<file path="config.mk">
export PLATFORM = sky130hd
export DESIGN_NAME = pce_cd_loader
export DESIGN_NICKNAME = d
export VERILOG_FILES = /design/src/rtl/cdl_pkg.sv /design/src/rtl/cd_stream_parser.sv /design/src/rtl/cd_word_fifo.sv /design/src/rtl/cd_byte_feeder.sv /design/src/rtl/pce_cd_loader.sv
export SDC_FILE = /design/constraint.sdc
export NUM_CORES = 1
export LEC_CHECK = 0
export ABC_AREA = 1
export ABC_CLOCK_PERIOD_IN_PS = 3220
export BUFFER_PORTS_ARGS = -buffer_cell sky130_fd_sc_hd__buf_2
export CELL_PAD_IN_SITES_DETAIL_PLACEMENT = 0
export CELL_PAD_IN_SITES_GLOBAL_PLACEMENT = 1
export CORE_MARGIN = 2
export CORE_UTILIZATION = 50
export CTS_BUF_LIST = sky130_fd_sc_hd__clkbuf_8
export DETAILED_ROUTE_END_ITERATION = 8
export HOLD_SLACK_MARGIN = 0.05
export PLACE_DENSITY_LB_ADDON = 0.1
export REMOVE_ABC_BUFFERS = 1
export SLEW_MARGIN = 25
export SYNTH_ARGS = -nofsm -noshare
export SYNTH_HDL_FRONTEND = slang
export SYNTH_SLANG_ARGS = --single-unit
export TNS_END_PERCENT = 1
</file>
<file path="constraint.sdc">
create_clock -name clk_sys -period 3.22 [get_ports clk_sys]
set_input_delay 0.644 -clock clk_sys [delete_from_list [all_inputs] [get_ports clk_sys]]
set_output_delay 0.644 -clock clk_sys [all_outputs]
set_load 0.01 [all_outputs]
</file>
<file path="src/rtl/cdl_pkg.sv">
/*
 * CD data loader shared definitions
 * Widths of the host word and CD byte, the download header layout,
 * the Wishbone classic request/response bundles used on the internal
 * links, and the FSM state encodings of the parser and the feeder.
 */
package cdl_pkg;

	// ============================================================
	// Widths
	// ============================================================
	localparam int WORD_W = 16;
	localparam int BYTE_W = 8;
	localparam int LEN_W  = 15;

	// First word of a download, data-mode flag on top
	typedef struct packed {
		logic             dm;
		logic [LEN_W-1:0] len;
	} cd_header_t;

	// ============================================================
	// Wishbone classic bundles
	// ============================================================
	typedef struct packed {
		logic              cyc;
		logic              stb;
		logic              we;
		logic [WORD_W-1:0] dat;
	} wb_req_t;

	typedef struct packed {
		logic              ack;
		logic [WORD_W-1:0] dat;
	} wb_rsp_t;

	// ============================================================
	// FSM states
	// ============================================================
	typedef enum logic [1:0] {
		PS_HEADER,
		PS_DATA,
		PS_WAIT_ACK,
		PS_DONE
	} parser_state_e;

	typedef enum logic [1:0] {
		FD_IDLE,
		FD_FETCH,
		FD_LOW,
		FD_HIGH
	} feeder_state_e;

endpackage

</file>
<file path="src/rtl/cd_stream_parser.sv">
`timescale 1ns/1ps
/*
 * CD download stream parser
 * Watches the host download, takes the first word as the header
 * (data-mode flag and word count) and writes up to that many data
 * words into the word FIFO over Wishbone classic. The host is held
 * off with dl_wait until each write is acknowledged.
 */
module cd_stream_parser import cdl_pkg::*; (
	input  logic              clk_sys,
	input  logic              reset,
	input  logic              dl_active,
	input  logic              dl_wr,
	input  logic [WORD_W-1:0] dl_data,
	output logic              dl_wait,
	output logic              cd_dm,
	output logic              flush,
	output wb_req_t           wr_req,
	input  wb_rsp_t           wr_rsp
);

	parser_state_e     state;
	logic              dl_active_q;
	logic              start;
	logic              host_wr;
	cd_header_t        hdr;
	logic [LEN_W-1:0]  len;
	logic [LEN_W-1:0]  cnt;
	logic              wr_cyc;
	logic [WORD_W-1:0] wr_dat;

	assign start   = dl_active & ~dl_active_q;
	assign host_wr = dl_wr & dl_active;
	assign hdr     = cd_header_t'(dl_data);

	// Write cycle holds cyc, stb and we together
	assign wr_req = '{cyc: wr_cyc, stb: wr_cyc, we: wr_cyc, dat: wr_dat};

	// Download start edge and the flush pulse that follows it
	always_ff @(posedge clk_sys) begin
		if (reset) begin
			dl_active_q <= 1'b0;
			flush       <= 1'b0;
		end else begin
			dl_active_q <= dl_active;
			flush       <= start;
		end
	end

	// ============================================================
	// Header / data FSM
	// ============================================================
	always_ff @(posedge clk_sys) begin
		if (reset) begin
			state   <= PS_HEADER;
			len     <= '0;
			cnt     <= '0;
			dl_wait <= 1'b0;
			cd_dm   <= 1'b0;
			wr_cyc  <= 1'b0;
		end else if (start) begin
			// New download abandons whatever was in progress
			state   <= PS_HEADER;
			len     <= '0;
			cnt     <= '0;
			dl_wait <= 1'b0;
			wr_cyc  <= 1'b0;
		end else begin
			case (state)
				PS_HEADER: begin
					if (host_wr) begin
						cd_dm <= hdr.dm;
						len   <= hdr.len;
						cnt   <= '0;
						state <= PS_DATA;
					end
				end
				PS_DATA: begin
					if (host_wr) begin
						dl_wait <= 1'b1;
						if (cnt < len) begin
							wr_cyc <= 1'b1;
							cnt    <= cnt + 1'b1;
							state  <= PS_WAIT_ACK;
						end else begin
							// Length already reached, word is dropped
							state <= PS_DONE;
						end
					end
				end
				PS_WAIT_ACK: begin
					if (wr_rsp.ack) begin
						wr_cyc  <= 1'b0;
						dl_wait <= 1'b0;
						state   <= (cnt == len) ? PS_DONE : PS_DATA;
					end
				end
				PS_DONE: begin
					// Surplus words only get a one-cycle wait pulse
					dl_wait <= host_wr;
				end
				default: state <= PS_HEADER;
			endcase
		end
	end

	// Word held stable on dat for the whole write cycle
	always_ff @(posedge clk_sys) begin
		if (state == PS_DATA && host_wr && cnt < len)
			wr_dat <= dl_data;
	end

	a_no_wr_while_wait: assert property (@(posedge clk_sys) disable iff (reset)
		dl_wait |-> !dl_wr)
		else $error("Host wrote a word while dl_wait was high");

endmodule

</file>
<file path="src/rtl/cd_word_fifo.sv">
`timescale 1ns/1ps
/*
 * CD word FIFO
 * Circular store of host words between the stream parser and the
 * byte feeder. Two Wishbone classic slave ports, one for writes and
 * one for reads, each with a registered single-cycle ack. A flush
 * pulse empties the store.
 */
module cd_word_fifo import cdl_pkg::*; #(
	parameter int FIFO_DEPTH = 8
) (
	input  logic    clk_sys,
	input  logic    reset,
	input  logic    flush,
	input  wb_req_t wr_req,
	output wb_rsp_t wr_rsp,
	input  wb_req_t rd_req,
	output wb_rsp_t rd_rsp
);

	localparam int AW = $clog2(FIFO_DEPTH);

	if (FIFO_DEPTH < 2 || (FIFO_DEPTH & (FIFO_DEPTH - 1)) != 0) begin : g_depth_check
		$error("FIFO_DEPTH must be a power of two of at least 2");
	end

	logic [WORD_W-1:0] mem [FIFO_DEPTH];
	logic [AW-1:0]     wr_ptr;
	logic [AW-1:0]     rd_ptr;
	logic [AW:0]       count;
	logic              full;
	logic              empty;
	logic              wr_acc;
	logic              rd_acc;
	logic              wr_ack;
	logic              rd_ack;
	logic [WORD_W-1:0] rd_dat;

	assign full  = (count == (AW+1)'(FIFO_DEPTH));
	assign empty = (count == '0);

	// No second accept in the cycle the master sees its ack
	assign wr_acc = wr_req.cyc & wr_req.stb & wr_req.we & ~wr_ack & ~full;
	assign rd_acc = rd_req.cyc & rd_req.stb & ~rd_req.we & ~rd_ack & ~empty;

	assign wr_rsp = '{ack: wr_ack, dat: {WORD_W{1'b0}}};
	assign rd_rsp = '{ack: rd_ack, dat: rd_dat};

	// ============================================================
	// Pointers, fill count and acks
	// ============================================================
	always_ff @(posedge clk_sys) begin
		if (reset || flush) begin
			wr_ptr <= '0;
			rd_ptr <= '0;
			count  <= '0;
			wr_ack <= 1'b0;
			rd_ack <= 1'b0;
		end else begin
			wr_ack <= wr_acc;
			rd_ack <= rd_acc;
			if (wr_acc)
				wr_ptr <= wr_ptr + 1'b1;
			if (rd_acc)
				rd_ptr <= rd_ptr + 1'b1;
			case ({wr_acc, rd_acc})
				2'b10:   count <= count + 1'b1;
				2'b01:   count <= count - 1'b1;
				default: count <= count;
			endcase
		end
	end

	// Storage and read data
	always_ff @(posedge clk_sys) begin
		if (wr_acc)
			mem[wr_ptr] <= wr_req.dat;
		if (rd_acc)
			rd_dat <= mem[rd_ptr];
	end

	a_no_ack_full: assert property (@(posedge clk_sys) disable iff (reset || flush)
		wr_ack |-> $past(count) < FIFO_DEPTH)
		else $error("Write acked while the FIFO was full");

	a_no_ack_empty: assert property (@(posedge clk_sys) disable iff (reset || flush)
		rd_ack |-> $past(count) != 0)
		else $error("Read acked while the FIFO was empty");

endmodule

</file>
<file path="src/rtl/cd_byte_feeder.sv">
`timescale 1ns/1ps
/*
 * CD byte feeder
 * Reads words from the word FIFO over Wishbone classic and hands them
 * to the CD engine one byte at a time, low byte first. Each byte gets
 * a single-cycle cd_wr while cd_ready is high, followed by an idle
 * cycle before the next strobe.
 */
module cd_byte_feeder import cdl_pkg::*; (
	input  logic              clk_sys,
	input  logic              reset,
	input  logic              flush,
	output wb_req_t           rd_req,
	input  wb_rsp_t           rd_rsp,
	input  logic              cd_ready,
	output logic [BYTE_W-1:0] cd_data,
	output logic              cd_wr
);

	feeder_state_e     state;
	logic              rd_cyc;
	logic [WORD_W-1:0] word;

	// Read cycle, we stays low
	assign rd_req = '{cyc: rd_cyc, stb: rd_cyc, we: 1'b0, dat: {WORD_W{1'b0}}};

	// Byte select follows the FSM
	assign cd_data = (state == FD_HIGH) ? word[WORD_W-1:BYTE_W] : word[BYTE_W-1:0];

	// ============================================================
	// Fetch and serialize FSM
	// ============================================================
	always_ff @(posedge clk_sys) begin
		if (reset || flush) begin
			state  <= FD_IDLE;
			rd_cyc <= 1'b0;
			cd_wr  <= 1'b0;
		end else begin
			case (state)
				FD_IDLE: begin
					rd_cyc <= 1'b1;
					state  <= FD_FETCH;
				end
				FD_FETCH: begin
					if (rd_rsp.ack) begin
						rd_cyc <= 1'b0;
						state  <= FD_LOW;
					end
				end
				FD_LOW: begin
					if (cd_wr) begin
						cd_wr <= 1'b0;
						state <= FD_HIGH;
					end else if (cd_ready) begin
						cd_wr <= 1'b1;
					end
				end
				FD_HIGH: begin
					if (cd_wr) begin
						// Word done, go straight for the next one
						cd_wr  <= 1'b0;
						rd_cyc <= 1'b1;
						state  <= FD_FETCH;
					end else if (cd_ready) begin
						cd_wr <= 1'b1;
					end
				end
				default: state <= FD_IDLE;
			endcase
		end
	end

	// Word captured on the read ack
	always_ff @(posedge clk_sys) begin
		if (state == FD_FETCH && rd_rsp.ack)
			word <= rd_rsp.dat;
	end

	a_single_strobe: assert property (@(posedge clk_sys) disable iff (reset)
		cd_wr |=> !cd_wr)
		else $error("cd_wr held high for two cycles");

endmodule

</file>
<file path="src/rtl/pce_cd_loader.sv">
`timescale 1ns/1ps
/*
 * PC Engine CD data loader
 * Host word stream in, CD engine byte strobes out.
 * Parser, word FIFO and byte feeder joined by two Wishbone links.
 */
module pce_cd_loader import cdl_pkg::*; #(
	parameter int FIFO_DEPTH = 8
) (
	input  logic              clk_sys,
	input  logic              reset,
	input  logic              dl_active,
	input  logic              dl_wr,
	input  logic [WORD_W-1:0] dl_data,
	output logic              dl_wait,
	input  logic              cd_ready,
	output logic [BYTE_W-1:0] cd_data,
	output logic              cd_wr,
	output logic              cd_dm
);

	logic    flush;
	wb_req_t wr_req;
	wb_rsp_t wr_rsp;
	wb_req_t rd_req;
	wb_rsp_t rd_rsp;

	// ============================================================
	// Host side
	// ============================================================
	cd_stream_parser u_parser (
		.clk_sys   (clk_sys),
		.reset     (reset),
		.dl_active (dl_active),
		.dl_wr     (dl_wr),
		.dl_data   (dl_data),
		.dl_wait   (dl_wait),
		.cd_dm     (cd_dm),
		.flush     (flush),
		.wr_req    (wr_req),
		.wr_rsp    (wr_rsp)
	);

	cd_word_fifo #(
		.FIFO_DEPTH (FIFO_DEPTH)
	) u_fifo (
		.clk_sys (clk_sys),
		.reset   (reset),
		.flush   (flush),
		.wr_req  (wr_req),
		.wr_rsp  (wr_rsp),
		.rd_req  (rd_req),
		.rd_rsp  (rd_rsp)
	);

	// ============================================================
	// CD engine side
	// ============================================================
	cd_byte_feeder u_feeder (
		.clk_sys  (clk_sys),
		.reset    (reset),
		.flush    (flush),
		.rd_req   (rd_req),
		.rd_rsp   (rd_rsp),
		.cd_ready (cd_ready),
		.cd_data  (cd_data),
		.cd_wr    (cd_wr)
	);

endmodule

</file>
==> out/qor.yml <==
run_status:
  status: "finished clean"
place:
  gp_congestion: 0.838
  dp_hpwl_um: 12600
  numPlacedInstances: 1134
  place_area_um2: 10000
  io_buffer_count: 31
cells_and_area:
  diodes: 0
  final_common_cell: "edfxtp_1"
  final_cell_mix: "edfxtp_1, nor2_1, nand2_1"
  final_cells: 1201
  fin_nets: 992
  n_fill_cell: 1551
  stdcell_area_um2: 10800
  syn_to_final_growth_pct: 12.2
  multi_input_area_um2: 2800
  ff_latch_area_um2: 6350
  drive_gt1_share_pct: 13.2
grt:
  grt_pass1_vias: 6321
  grt_pass1_wl_um: 31900
  antenna_found_initial: 0
  grt_overflow: 0
  grt_usage_pct: 20.2
  grt_max_degree: 67
sta:
  drv_slew: 0
  hold_viol_final: 0
  rsz0062_at_grt: "no"
  clock.fmax_ghz: 0.385
  min_period_over_period_pct: 80.7
  fin_setup_tns_ps: 0
  period_needed_ps: 2600
  relSlewSlack_pct: 40.6
  worstMarginPinSlew_ps: 889
  finalSetupViolCount: 0
  fin_skew_ps: 19.4
power:
  seq_power_share_pct: 51.5
  p_per_area_nw_per_um2: 593
  p_int_w: 0.00483
  p_switching_w: 0.00156
  peakVddDrop_mv: 0.548
  swShare_pct: 24.4
  p_leak_nw: 3.95
  p_clk_share_pct: 39.3
  comb_power_share_pct: 9.1
die:
  rows: 50
  die_h_um: 143
  die_x_um: 143
  pin_count: 32
  dieArea_um2: 20300
  start_util_pct: 51.1
  core_area_um2: 18800
synthesis:
  syn_area_per_cell_um2: 10.8
  synth.distinct_cells: 37
  yosysSeqAreaShare_pct: 66.1
  netlist_area_um2: 9600
  ys_async_sr_fraction_pct: 0
  synth-seq-cells: 229
  synth_edf_count: 176
  syn_inst: 886
  synth_ff_type: "edfxtp_1"
  yosysWarnings: 0
cts:
  holdBufCountCts: 0
  cts.clk_slew.worst_paths_ps: 60
  cts_tree: "done"
  post_cts_buffers: 0
  clock_latency_ps: 520
  cts_root_buf: "clkbuf_8"
  cts.sinks: 229
  cts_buffer_depth: 3
  cts_max_level: 2
  post_cts_resized: 0
  cts-buffers-inserted: 38
worst_setup_path:
  cp_max_fo: 10
  cp_common_cell: "nand2_1"
  critical-path-max-stage-delay_ps: 390
  cp_top_family: "buffers and inverters"
  critical_path_class: "flop to primary output"
  path_buf_inv: 2
  cp.required_ps: 2580
  cp_slowest_cell: "dfxtp_1"
  crit_path_end_kind: "primary output"
  worstSetupStartpointType: "flop"
  cp_data_arrival_time_ps: 1950
  path_cells: "ha_1 > clkinv_1 > nand2_1 > nand2_1 > buf_2"
drt:
  routedWlPerCell_um: 16.6
  dr.pass1.iters: 5
  drt_iter0_markers: 396
  totalWireLength_um: 19900
  vias_per_cell: 5.35
  vias: 6426
  route.detailed.drc: 0
  final_antenna_net_count: 0
worst_hold_path:
  hold_path_class: "primary input to flop"
job:
  maxCapViolCount: 0
[per-layer routing]
layer | GRT usage [%] | vias to the layer above | wire, µm
met4 | 6.83 | 0 | 444
li1 | - | 3166 | -
met1 | 24.3 | 3075 | 8380
met3 | 3.73 | 38 | 946
met2 | 36.3 | 147 | 10100
met5 | 0 | - | 0
[worst paths after layout]
path / startpoint / endpoint / slack (ps) / depth (start not counted)
setup / recovery: u_feeder.state[0] / cd_data[4] / 620 / 5
hold / removal: dl_data[11] / u_parser.wr_dat[11] / 320 / 1
setup reg to reg: u_fifo.count[0] / u_fifo.count[3] / 830 / 15
hold reg to reg: u_fifo.rd_dat[7] / u_feeder.word[7] / 410 / 0
[power by group through the flow]
stage,combinational (W),sequential [W],clock [W]
after floorplan,0.000382,0.00335,0
after global placement,0.000563,0.00335,0
after detailed placement,0.000584,0.00335,0
after CTS,0.000590,0.00329,0.00258
after global routing,0.000674,0.00330,0.00271
final,0.000584,0.00329,0.00251
[synthesized netlist by cell type, types with 2 or more instances]
cell type | number | area share, %
a21oi_1 | 54 | 2.8
inv_1 | 68 | 2.7
o22ai_1 | 16 | 1.0
inv_2 | 2 | 0.078
a31oi_1 | 16 | 1.0
ha_1 | 30 | 3.9
dfxtp_1 | 53 | 11
nor2_1 | 159 | 6.2
nand2_4 | 2 | 0.23
nor2_2 | 5 | 0.33
edfxtp_1 | 176 | 55
nand3_1 | 24 | 1.3
clkbuf_1 | 18 | 0.70
o21ai_0 | 95 | 5.0
nand4_1 | 5 | 0.33
buf_2 | 11 | 0.57
nor3_1 | 7 | 0.37
nand3_2 | 6 | 0.63
xor2_1 | 3 | 0.27
nand2_1 | 111 | 4.3
buf_6 | 2 | 0.23
nand2_2 | 4 | 0.26
buf_4 | 5 | 0.39
[metrics by stage]
| stage | worst slack, ps | utilization, % | power (W) | hold WS [ps] |
|---|---|---|---|---|
| 2_1_floorplan | 513 | - | 0.00374 | 400 |
| 3_3_place_gp | 1080 | 53.4 | 0.00391 | 404 |
| 3_5_place_dp | 872 | 53.4 | 0.00394 | 405 |
| 4_1_cts | 518 | 57.4 | 0.00647 | 287 |
| 5_1_grt | 427 | 57.4 | 0.00668 | 300 |
| 6_report | 621 | 57.4 | 0.00639 | 322 |
[registers in the layout, summed over array words and instances (netlist names)]
signal / count
u_parser.flush: 1
u_feeder.rd_cyc: 1
u_parser.wr_dat: 16
u_parser.state: 2
u_parser.dl_wait: 1
u_parser.cnt: 15
u_fifo.rd_ptr: 3
u_fifo.rd_dat: 16
u_parser.len: 15
u_feeder.cd_wr: 1
u_parser.wr_cyc: 1
u_fifo.wr_ack: 1
u_parser.cd_dm: 1
u_fifo.count: 4
u_feeder.state: 2
u_feeder.word: 16
u_fifo.rd_ack: 1
u_fifo.mem: 128
u_parser.dl_active_q: 1
u_fifo.wr_ptr: 3
[cell families (layout without fill, tap and decap cells)]
group                    Yosys count  count (layout)  synth area share, %
AND/OR/NAND/NOR                  327             327                 14.3
flip-flops                       229             229                 66.1
AO/OA/AOI/OAI                    187             187                 10.4
buffers and inverters            108             189                 4.72
adder cells (fa/ha/maj)           31              31                 4.12
XOR/XNOR                           4               4                0.365
[area by class of cell]
type / instances / share of cell area [%]
Tap cell: 234 / 2.72
Clock inverter: 24 / 1.51
Inverter: 71 / 2.47
Sequential cell: 229 / 58.9
Clock buffer: 43 / 5.50
Timing Repair Buffer: 51 / 2.83
Multi-Input combinational cell: 549 / 26.0
(Power assumes the default switching activity.)
